<file path="config.mk">
export PLATFORM = sky130hd
export DESIGN_NAME = forget_gate_top
export DESIGN_NICKNAME = d
export VERILOG_FILES = /design/src/hw/ntm_pkg.sv /design/src/hw/forget_gate_top.sv /design/src/hw/forget_gate_vector.sv /design/src/hw/logistic_function.sv /design/src/hw/dot_product_accumulator.sv
export VERILOG_INCLUDE_DIRS = /design/src /design/src/hw
export SDC_FILE = /design/constraint.sdc
export NUM_CORES = 2
export LEC_CHECK = 0
export BUFFER_PORTS_ARGS = -buffer_cell sky130_fd_sc_hd__buf_2
export CAP_MARGIN = 15
export CORE_MARGIN = 4
export CORE_UTILIZATION = 50
export CTS_CLUSTER_SIZE = 10
export DETAILED_ROUTE_END_ITERATION = 8
export MAX_ROUTING_LAYER = met4
export PLACE_DENSITY = 0.65
export SETUP_SLACK_MARGIN = 0.1
export SLEW_MARGIN = 40
export SYNTH_ARGS = -nofsm -noshare
export SYNTH_HDL_FRONTEND = slang
export SYNTH_HIERARCHICAL = 1
export SYNTH_SLANG_ARGS = --single-unit
</file>
<file path="constraint.sdc">
create_clock -name CLK -period 7.3 [get_ports CLK]
set_input_delay 0.73 -clock CLK [delete_from_list [all_inputs] [get_ports CLK]]
set_output_delay 0.73 -clock CLK [all_outputs]
set_load 0.03 [all_outputs]
</file>
<file path="src/hw/ntm_config.svh">
/*
 * NTM forget-gate configuration
 * Fixed-point format and dimension widths shared by the package and RTL
 */

`ifndef NTM_CONFIG_SVH
`define NTM_CONFIG_SVH

//////////////////////////////
// Fixed-point format

// Full width of one Q16.16 value
`define NTM_DATA_SIZE 32

// Bits right of the binary point
`define NTM_FRAC_BITS 16

//////////////////////////////
// Dimensions

`define NTM_SIZE_BITS 8  // One of X, W, L, R

`endif
</file>
<file path="src/hw/ntm_pkg.sv">
/*
 * NTM forget-gate types
 * Fixed-point value, job sizes, operand pairs and controller phases
 */

`include "ntm_config.svh"

package ntm_pkg;

  //////////////////////////////
  // Scalars

  // Signed Q16.16
  typedef logic signed [`NTM_DATA_SIZE-1:0] fixed_t;

  typedef logic [`NTM_SIZE_BITS-1:0]   size_t;   // One dimension
  typedef logic [2*`NTM_SIZE_BITS-1:0] count_t;  // Wide enough for R*W

  //////////////////////////////
  // Bundles

  // Job sizes, sampled on START
  typedef struct packed {
    size_t size_x;  // Input length X
    size_t size_w;  // Word width W
    size_t size_l;  // Row count L
    size_t size_r;  // Read heads R
  } gate_sizes_t;

  // One matrix element and its vector partner
  typedef struct packed {
    fixed_t weight;  // W, K or U element
    fixed_t value;   // x, r or h element
  } operand_pair_t;

  //////////////////////////////
  // Controller phases

  typedef enum logic [2:0] {
    IDLE,
    INPUT_PRODUCT,   // W*x
    READ_PRODUCT,    // K*r
    HIDDEN_PRODUCT,  // U*h
    BIAS_ADD         // Wait for b(l)
  } gate_phase_e;

endpackage

</file>
<file path="src/hw/forget_gate_top.sv">
/*
 * Forget-gate vector unit
 * Controller, shared MAC engine and sigmoid stage in a three-row pipeline
 */

`timescale 1ns/1ns

module forget_gate_top import ntm_pkg::*; (
  input  logic          CLK,
  input  logic          RST,
  input  logic          START,
  input  gate_sizes_t   SIZE_IN,
  input  logic          PAIR_IN_ENABLE,
  input  operand_pair_t PAIR_IN,
  input  logic          B_IN_ENABLE,
  input  fixed_t        B_IN,
  output logic          F_OUT_ENABLE,
  output fixed_t        F_OUT,
  output logic          READY
);

  // Controller to MAC
  logic          acc_enable, acc_finish;
  operand_pair_t acc_pair;
  fixed_t        acc_bias;

  // MAC to sigmoid, sigmoid back to controller
  logic          acc_valid, sig_valid;
  fixed_t        acc_sum, sig_out;

  forget_gate_vector ctrl_i (
    .CLK(CLK), .RST(RST),
    .START(START), .SIZE_IN(SIZE_IN),
    .PAIR_IN_ENABLE(PAIR_IN_ENABLE), .PAIR_IN(PAIR_IN),
    .B_IN_ENABLE(B_IN_ENABLE), .B_IN(B_IN),
    .sig_valid(sig_valid), .sig_out(sig_out),
    .acc_enable(acc_enable), .acc_finish(acc_finish),
    .acc_pair(acc_pair), .acc_bias(acc_bias),
    .READY(READY), .F_OUT_ENABLE(F_OUT_ENABLE), .F_OUT(F_OUT)
  );

  dot_product_accumulator acc_i (
    .CLK(CLK), .RST(RST),
    .acc_enable(acc_enable), .acc_finish(acc_finish),
    .acc_pair(acc_pair), .acc_bias(acc_bias),
    .acc_valid(acc_valid), .acc_sum(acc_sum)
  );

  logistic_function sig_i (
    .CLK(CLK), .RST(RST),
    .acc_valid(acc_valid), .acc_sum(acc_sum),
    .sig_valid(sig_valid), .sig_out(sig_out)
  );

endmodule

</file>
<file path="src/hw/forget_gate_vector.sv">
/*
 * Forget-gate controller
 * Latches job sizes, counts operand pairs through the three products of
 * each row, drives the shared MAC engine and registers the sigmoid output
 */

`timescale 1ns/1ns

module forget_gate_vector import ntm_pkg::*; (
  input  logic          CLK,
  input  logic          RST,
  input  logic          START,
  input  gate_sizes_t   SIZE_IN,
  input  logic          PAIR_IN_ENABLE,
  input  operand_pair_t PAIR_IN,
  input  logic          B_IN_ENABLE,
  input  fixed_t        B_IN,
  input  logic          sig_valid,
  input  fixed_t        sig_out,
  output logic          acc_enable,
  output logic          acc_finish,
  output operand_pair_t acc_pair,
  output fixed_t        acc_bias,
  output logic          READY,
  output logic          F_OUT_ENABLE,
  output fixed_t        F_OUT
);

  // First phase at or after 'from' with any pairs to take
  function automatic gate_phase_e next_live(input gate_phase_e from,
                                            input gate_sizes_t s,
                                            input count_t      rlen);
    gate_phase_e p;
    p = from;
    if (p == INPUT_PRODUCT && s.size_x == '0) p = READ_PRODUCT;
    if (p == READ_PRODUCT && rlen == '0) p = HIDDEN_PRODUCT;
    return p;
  endfunction

  //////////////////////////////
  // State

  gate_phase_e phase;
  gate_sizes_t sizes;      // Sizes of the accepting job
  count_t      read_len;   // R*W
  count_t      elem_cnt;   // Pairs taken in this phase
  size_t       row_cnt;    // Row being accumulated
  size_t       out_cnt;    // Rows already output
  size_t       out_l;      // Row count of the job draining
  logic [1:0]  jobs;       // Jobs with outputs outstanding

  count_t      cur_len;
  gate_phase_e phase_after;
  count_t      start_rlen;
  logic        start_ok, in_product, pair_take, bias_take;
  logic        last_elem, last_row, out_wrap;

  //////////////////////////////
  // Decode

  assign start_rlen = count_t'(SIZE_IN.size_r) * count_t'(SIZE_IN.size_w);
  assign start_ok   = START && phase == IDLE && SIZE_IN.size_l != '0;  // Empty job ignored

  assign in_product = phase inside {INPUT_PRODUCT, READ_PRODUCT, HIDDEN_PRODUCT};
  assign pair_take  = PAIR_IN_ENABLE && in_product;
  assign bias_take  = B_IN_ENABLE && phase == BIAS_ADD;  // Early bias dropped

  always_comb begin
    cur_len     = '0;
    phase_after = BIAS_ADD;
    case (phase)
      INPUT_PRODUCT: begin
        cur_len     = count_t'(sizes.size_x);
        phase_after = next_live(READ_PRODUCT, sizes, read_len);
      end
      READ_PRODUCT: begin
        cur_len     = read_len;
        phase_after = HIDDEN_PRODUCT;  // L pairs in every accepted job
      end
      HIDDEN_PRODUCT: cur_len = count_t'(sizes.size_l);
      default: ;
    endcase
  end

  assign last_elem = elem_cnt == cur_len - 1'b1;
  assign last_row  = row_cnt == sizes.size_l - 1'b1;

  // MAC engine sees the operands straight from the ports
  assign acc_enable = pair_take;
  assign acc_finish = bias_take;
  assign acc_pair   = PAIR_IN;
  assign acc_bias   = B_IN;

  //////////////////////////////
  // Phase FSM

  always_ff @(posedge CLK or posedge RST) begin
    if (RST) begin
      phase    <= IDLE;
      sizes    <= '0;
      read_len <= '0;
      elem_cnt <= '0;
      row_cnt  <= '0;
    end else begin
      case (phase)
        IDLE: if (start_ok) begin
          sizes    <= SIZE_IN;
          read_len <= start_rlen;  // Multiply once per job
          elem_cnt <= '0;
          row_cnt  <= '0;
          phase    <= next_live(INPUT_PRODUCT, SIZE_IN, start_rlen);
        end
        INPUT_PRODUCT, READ_PRODUCT, HIDDEN_PRODUCT: if (pair_take) begin
          if (last_elem) begin
            elem_cnt <= '0;
            phase    <= phase_after;
          end else begin
            elem_cnt <= elem_cnt + 1'b1;
          end
        end
        BIAS_ADD: if (bias_take) begin
          if (last_row) begin
            phase <= IDLE;  // Free for a new START while rows drain
          end else begin
            row_cnt <= row_cnt + 1'b1;
            phase   <= next_live(INPUT_PRODUCT, sizes, read_len);
          end
        end
        default: phase <= IDLE;
      endcase
    end
  end

  //////////////////////////////
  // Output and READY

  // Previous job's last row always leaves before the next job's first one
  assign out_wrap = sig_valid && out_cnt == out_l - 1'b1;

  always_ff @(posedge CLK or posedge RST) begin
    if (RST) begin
      F_OUT_ENABLE <= 1'b0;
      F_OUT        <= '0;
      READY        <= 1'b0;
      out_cnt      <= '0;
      out_l        <= '0;
      jobs         <= '0;
    end else begin
      F_OUT_ENABLE <= sig_valid;
      READY        <= out_wrap;  // With the last row's F_OUT_ENABLE
      if (sig_valid) F_OUT <= sig_out;
      jobs <= jobs + {1'b0, start_ok} - {1'b0, out_wrap};
      if (out_wrap) begin
        out_cnt <= '0;
        out_l   <= start_ok ? SIZE_IN.size_l : sizes.size_l;  // Next job if one started
      end else begin
        if (sig_valid) out_cnt <= out_cnt + 1'b1;
        if (start_ok && jobs == '0) out_l <= SIZE_IN.size_l;
      end
    end
  end

endmodule

</file>
<file path="src/hw/logistic_function.sv">
/*
 * Piecewise-linear sigmoid
 * Four segments on |z| with exact Q16.16 coefficients, mirrored for
 * negative inputs and registered with a valid strobe
 */

`timescale 1ns/1ns

`include "ntm_config.svh"

module logistic_function import ntm_pkg::*; (
  input  logic   CLK,
  input  logic   RST,
  input  logic   acc_valid,
  input  fixed_t acc_sum,
  output logic   sig_valid,
  output fixed_t sig_out
);

  //////////////////////////////
  // Segment constants

  localparam int F = `NTM_FRAC_BITS;

  localparam fixed_t Q_ONE    = fixed_t'(1) << F;
  localparam fixed_t Q_FIVE   = fixed_t'(5) << F;
  localparam fixed_t Q_2P375  = fixed_t'(19) << (F - 3);  // 19/8
  localparam fixed_t SLOPE_HI = fixed_t'(1) << (F - 5);   // 1/32
  localparam fixed_t OFFS_HI  = fixed_t'(27) << (F - 5);  // 27/32
  localparam fixed_t SLOPE_MD = fixed_t'(1) << (F - 3);   // 1/8
  localparam fixed_t OFFS_MD  = fixed_t'(5) << (F - 3);   // 5/8
  localparam fixed_t SLOPE_LO = fixed_t'(1) << (F - 2);   // 1/4
  localparam fixed_t OFFS_LO  = fixed_t'(1) << (F - 1);   // 1/2

  // a*c in Q16.16, truncated like the MAC
  function automatic fixed_t mul_q(input logic [`NTM_DATA_SIZE-1:0] a, input fixed_t c);
    logic [2*`NTM_DATA_SIZE-1:0] p;
    p = a * $unsigned(c);
    return fixed_t'(p[F +: `NTM_DATA_SIZE]);
  endfunction

  //////////////////////////////
  // Segment select

  logic                      neg;
  logic [`NTM_DATA_SIZE-1:0] mag;     // |z|, unsigned so -2^31 stays right
  fixed_t                    f_pos;   // f(|z|), always in [0.5, 1]
  fixed_t                    f_val;

  assign neg = acc_sum[`NTM_DATA_SIZE-1];
  assign mag = neg ? $unsigned(-acc_sum) : $unsigned(acc_sum);

  always_comb begin
    if (mag >= $unsigned(Q_FIVE))        f_pos = Q_ONE;  // Saturated
    else if (mag >= $unsigned(Q_2P375))  f_pos = mul_q(mag, SLOPE_HI) + OFFS_HI;
    else if (mag >= $unsigned(Q_ONE))    f_pos = mul_q(mag, SLOPE_MD) + OFFS_MD;
    else                                 f_pos = mul_q(mag, SLOPE_LO) + OFFS_LO;
  end

  assign f_val = neg ? Q_ONE - f_pos : f_pos;  // sigmoid(-a) = 1 - sigmoid(a)

  //////////////////////////////
  // Output register

  always_ff @(posedge CLK or posedge RST) begin
    if (RST) sig_valid <= 1'b0;
    else     sig_valid <= acc_valid;
  end

  always_ff @(posedge CLK) begin
    if (acc_valid) sig_out <= f_val;
  end

endmodule

</file>
<file path="src/hw/dot_product_accumulator.sv">
/*
 * Fixed-point multiply-accumulate
 * Sums truncated Q16.16 products over a row, then adds the bias and
 * holds the row result for the logistic stage
 */

`timescale 1ns/1ns

`include "ntm_config.svh"

module dot_product_accumulator import ntm_pkg::*; (
  input  logic          CLK,
  input  logic          RST,
  input  logic          acc_enable,
  input  logic          acc_finish,
  input  operand_pair_t acc_pair,
  input  fixed_t        acc_bias,
  output logic          acc_valid,
  output fixed_t        acc_sum
);

  //////////////////////////////
  // Product

  logic signed [2*`NTM_DATA_SIZE-1:0] prod_full;  // Q32.32
  logic signed [2*`NTM_DATA_SIZE-1:0] prod_shift;
  fixed_t                             prod_q;     // Back to Q16.16
  fixed_t                             run_sum;    // Row total so far

  assign prod_full = $signed(acc_pair.weight) * $signed(acc_pair.value);

  // Arithmetic shift, so rounding goes toward minus infinity
  assign prod_shift = prod_full >>> `NTM_FRAC_BITS;
  assign prod_q     = prod_shift[`NTM_DATA_SIZE-1:0];  // Wraps mod 2^32

  //////////////////////////////
  // Running sum

  always_ff @(posedge CLK or posedge RST) begin
    if (RST) begin
      run_sum   <= '0;
      acc_valid <= 1'b0;
    end else begin
      acc_valid <= acc_finish;  // One-cycle pulse per row
      if (acc_finish) begin
        run_sum <= '0;  // Next row may start next cycle
      end else if (acc_enable) begin
        run_sum <= run_sum + prod_q;
      end
    end
  end

  // Row result hold register
  always_ff @(posedge CLK) begin
    if (acc_finish) acc_sum <= run_sum + acc_bias;
  end

endmodule

</file>
==> flow_metrics.env <==
export IMPL_worstPathRequired_ns=7.72
export IMPL_gp_congestion=0.9441
export IMPL_hold_class="in -> async"
export IMPL_hpwlAfterDp_um=104300
export IMPL_slew_headroom=0.4718
export IMPL_drtAntennaViolNets=0
export IMPL_nNetsFinal=6678
export IMPL_avgRoutedWirePerCell_um=18.79
export IMPL_period_needed_ns=8.650
export IMPL_setup_ws_ns=-1.350
export IMPL_path_delay_family="adder cells"
export IMPL_crit_path_frequent_cell="fa_1"
export IMPL_grt_pass1_wl_um=204800
export IMPL_yosys_cell_types_count=121
export IMPL_maxCapViolCount=0
export IMPL_hold_slack_ns=0.05156
export IMPL_synth_nets=6392
export IMPL_grt_overflow=0
export IMPL_drt_total_wl_um=125100
export IMPL_worstPathMaxFanout=8
export IMPL_io_pins=167
export IMPL_synth_compound_area_frac=0.07599
export IMPL_post_drt_via_cell_ratio=5.341
export IMPL_cp_num_buf_inv=6
export IMPL_start_util=0.5071
export IMPL_utilization=0.5777
export IMPL_clk_pin_slew_worst_paths_ns=0.06
export IMPL_slew_violations=0
export IMPL_row_count=111
export IMPL_startpoint_type="primary input"
export IMPL_design_core_area_mm2=0.09222
export IMPL_synth_simple_area_share=0.1797
export IMPL_violations="setup timing"
export IMPL_ys_async_sr_fraction=0.6938
export IMPL_synth_top_family_by_area="adder cells"
export IMPL_status="finished with violations"
export IMPL_cpPeakStageDelay_ns=0.55
export IMPL_dr_pass1_iters=7
export IMPL_hold_buffers=0
export IMPL_slowest_stage="fa_1"
export IMPL_die_x_um=313.8
export IMPL_synth_ff_type="dfrtp_1"
export IMPL_drtIter0Drc=2031
export IMPL_clock_skew_ns=0.01205
export IMPL_yosysSeqAreaShare=0.1187
export IMPL_synth_xor_area_share=0.04476
export IMPL_io_buffers=166
export IMPL_track_usage=0.2661
export IMPL_yosys_mux_area_fraction=0.01836
export IMPL_antenna_found_initial=6
export IMPL_grt_max_degree=81
export IMPL_cts_htree_levels=1
export IMPL_finalSetupViolCount=28
export IMPL_hold_viol=0
export IMPL_synthAdderAreaFrac=0.4486
export IMPL_synth_top_cell_by_area="fa_1"
export IMPL_synthTopCellsByCount="inv_1 (970), fa_1 (876), nand2_1 (585)"
export IMPL_rsz0062_at_grt="yes"
export IMPL_synthMostInstantiatedCell="inv_1"
export IMPL_drive_above_1_share=0.1812
export IMPL_crit_type="in -> reg"
export IMPL_die_h_um=313.8
export IMPL_vias=35545
export IMPL_syn_area_per_cell_um2=9.155
export IMPL_synth_top_area_frac=0.3750
export IMPL_clock_latency_ns=0.54
export IMPL_cts_sinks=209
export IMPL_cp_num_cells=36
export IMPL_cts_buffers=25
export IMPL_synth_area_mm2=0.04676
export IMPL_synth_area_leaders="fa_1 (38%), inv_1 (7.8%), dfrtp_1 (7.8%)"
export IMPL_ys_warn_count=6
export IMPL_cts_root_buf="clkbuf_16"
export IMPL_synthToLayoutAreaGrowth_pct=13.93
export IMPL_cts_buffer_depth=3
export IMPL_die_area_mm2=0.09848
export IMPL_synth_edf_count=64
export IMPL_cp_end_kind="flop"
export IMPL_crit_arrival_ns=9.07
export IMPL_finalCritPeriodShare=1.185
export IMPL_cts_tree="built"
export IMPL_max_freq_mhz=115.6
export IMPL_synth_seq_cells=209
export IMPL_tightest_slew_ns=0.7851
export IMPL_first_global_vias=38052
export IMPL_reg2reg_depth=17
export IMPL_drc=0
export IMPL_syn_instance_count=5108
-- cells by family after synthesis --
group / count (synthesis)
AOI/OAI and AO/OA: 498
xor gates and xnor gates: 239
adders and majority gates: 1151
buffers and inverters: 1305
DFF: 209
muxes: 81
and+or+nand+nor: 1625
-- sequential cells by signal, summed over array words and instances, names as in the netlist, 2 cells and up --
| name | flops |
|---|---|
| ctrl_i/jobs | 2 |
| ctrl_i/phase | 3 |
| acc_i/acc_sum | 32 |
| ctrl_i/F_OUT | 32 |
| ctrl_i/read_len | 16 |
| ctrl_i/out_l | 8 |
| acc_i/run_sum | 32 |
| ctrl_i/sizes | 16 |
| ctrl_i/out_cnt | 8 |
| sig_i/sig_out | 32 |
| ctrl_i/elem_cnt | 16 |
| ctrl_i/row_cnt | 8 |
-- final timing paths --
| check | end | slack, ns | start |
|---|---|---|---|
| min | sig_i/sig_valid | 0.05 | RST |
| max in group asynchronous | ctrl_i/phase[2] | 5.99 | RST |
| max | acc_i/run_sum[30] | -1.35 | PAIR_IN[6] |
| min in group CLK | ctrl_i/sizes[28] | 0.39 | SIZE_IN[28] |
| max reg2reg | sig_i/sig_out[16] | 1.31 | acc_i/acc_sum[3] |
| min reg2reg | ctrl_i/F_OUT[11] | 0.47 | sig_i/sig_out[11] |
-- layout make-up --
type | count | area [um2]
Timing Repair Buffer | 592 | 4601
Inverter | 972 | 3651
Fill cell | 8249 | 38940
Clock inverter | 2 | 25.02
Sequential cell | 209 | 5552
Multi-Input combinational cell | 3594 | 37180
Clock buffer | 38 | 704.4
Tap cell | 1243 | 1555
Antenna cell | 5 | 12.51
-- through the flow --
step	cells	TNS [ns]	instance area (um2)	setup WS [ns]
final	6655	-23.39	53280	-1.350
after global placement	6559	-54.19	50710	-2.234
after CTS	6631	-22.53	52760	-1.332
after detailed placement	6559	-57.32	50720	-2.365
after global routing	6655	-32.10	53280	-1.584
after floorplan	5108	-26.36	47430	-1.708
-- metal layers --
layer	up-vias	track usage	wire length [um]
li1	16247	-	-
met1	18170	0.3385	52000
met2	923	0.4574	63150
met3	205	0.03171	6419
met4	0	0.06409	3503
met5	-	-	0
-- layout by cell type, fill, tap and decap left out, types with 133 or more instances in the layout --
| cell type | count |
|---|---|
| inv_1 | 928 |
| fa_1 | 853 |
| nand2_1 | 578 |
| and2_1 | 520 |
| buf_4 | 370 |
| ha_1 | 232 |
| nor2_1 | 146 |
| xnor2_1 | 145 |
| dfrtp_1 | 144 |
| buf_2 | 133 |
-- what timing repair did --
action	in CTS	in global routing
gates resized for setup	248	101
pin swaps	160	99
buffers inserted	30	20
endpoints found under the setup margin	31	30
cloned	3	0
Power is left out: the tool's default activity adds up to more than one toggle a clock period on the data nets, which glitch-free logic cannot reach.
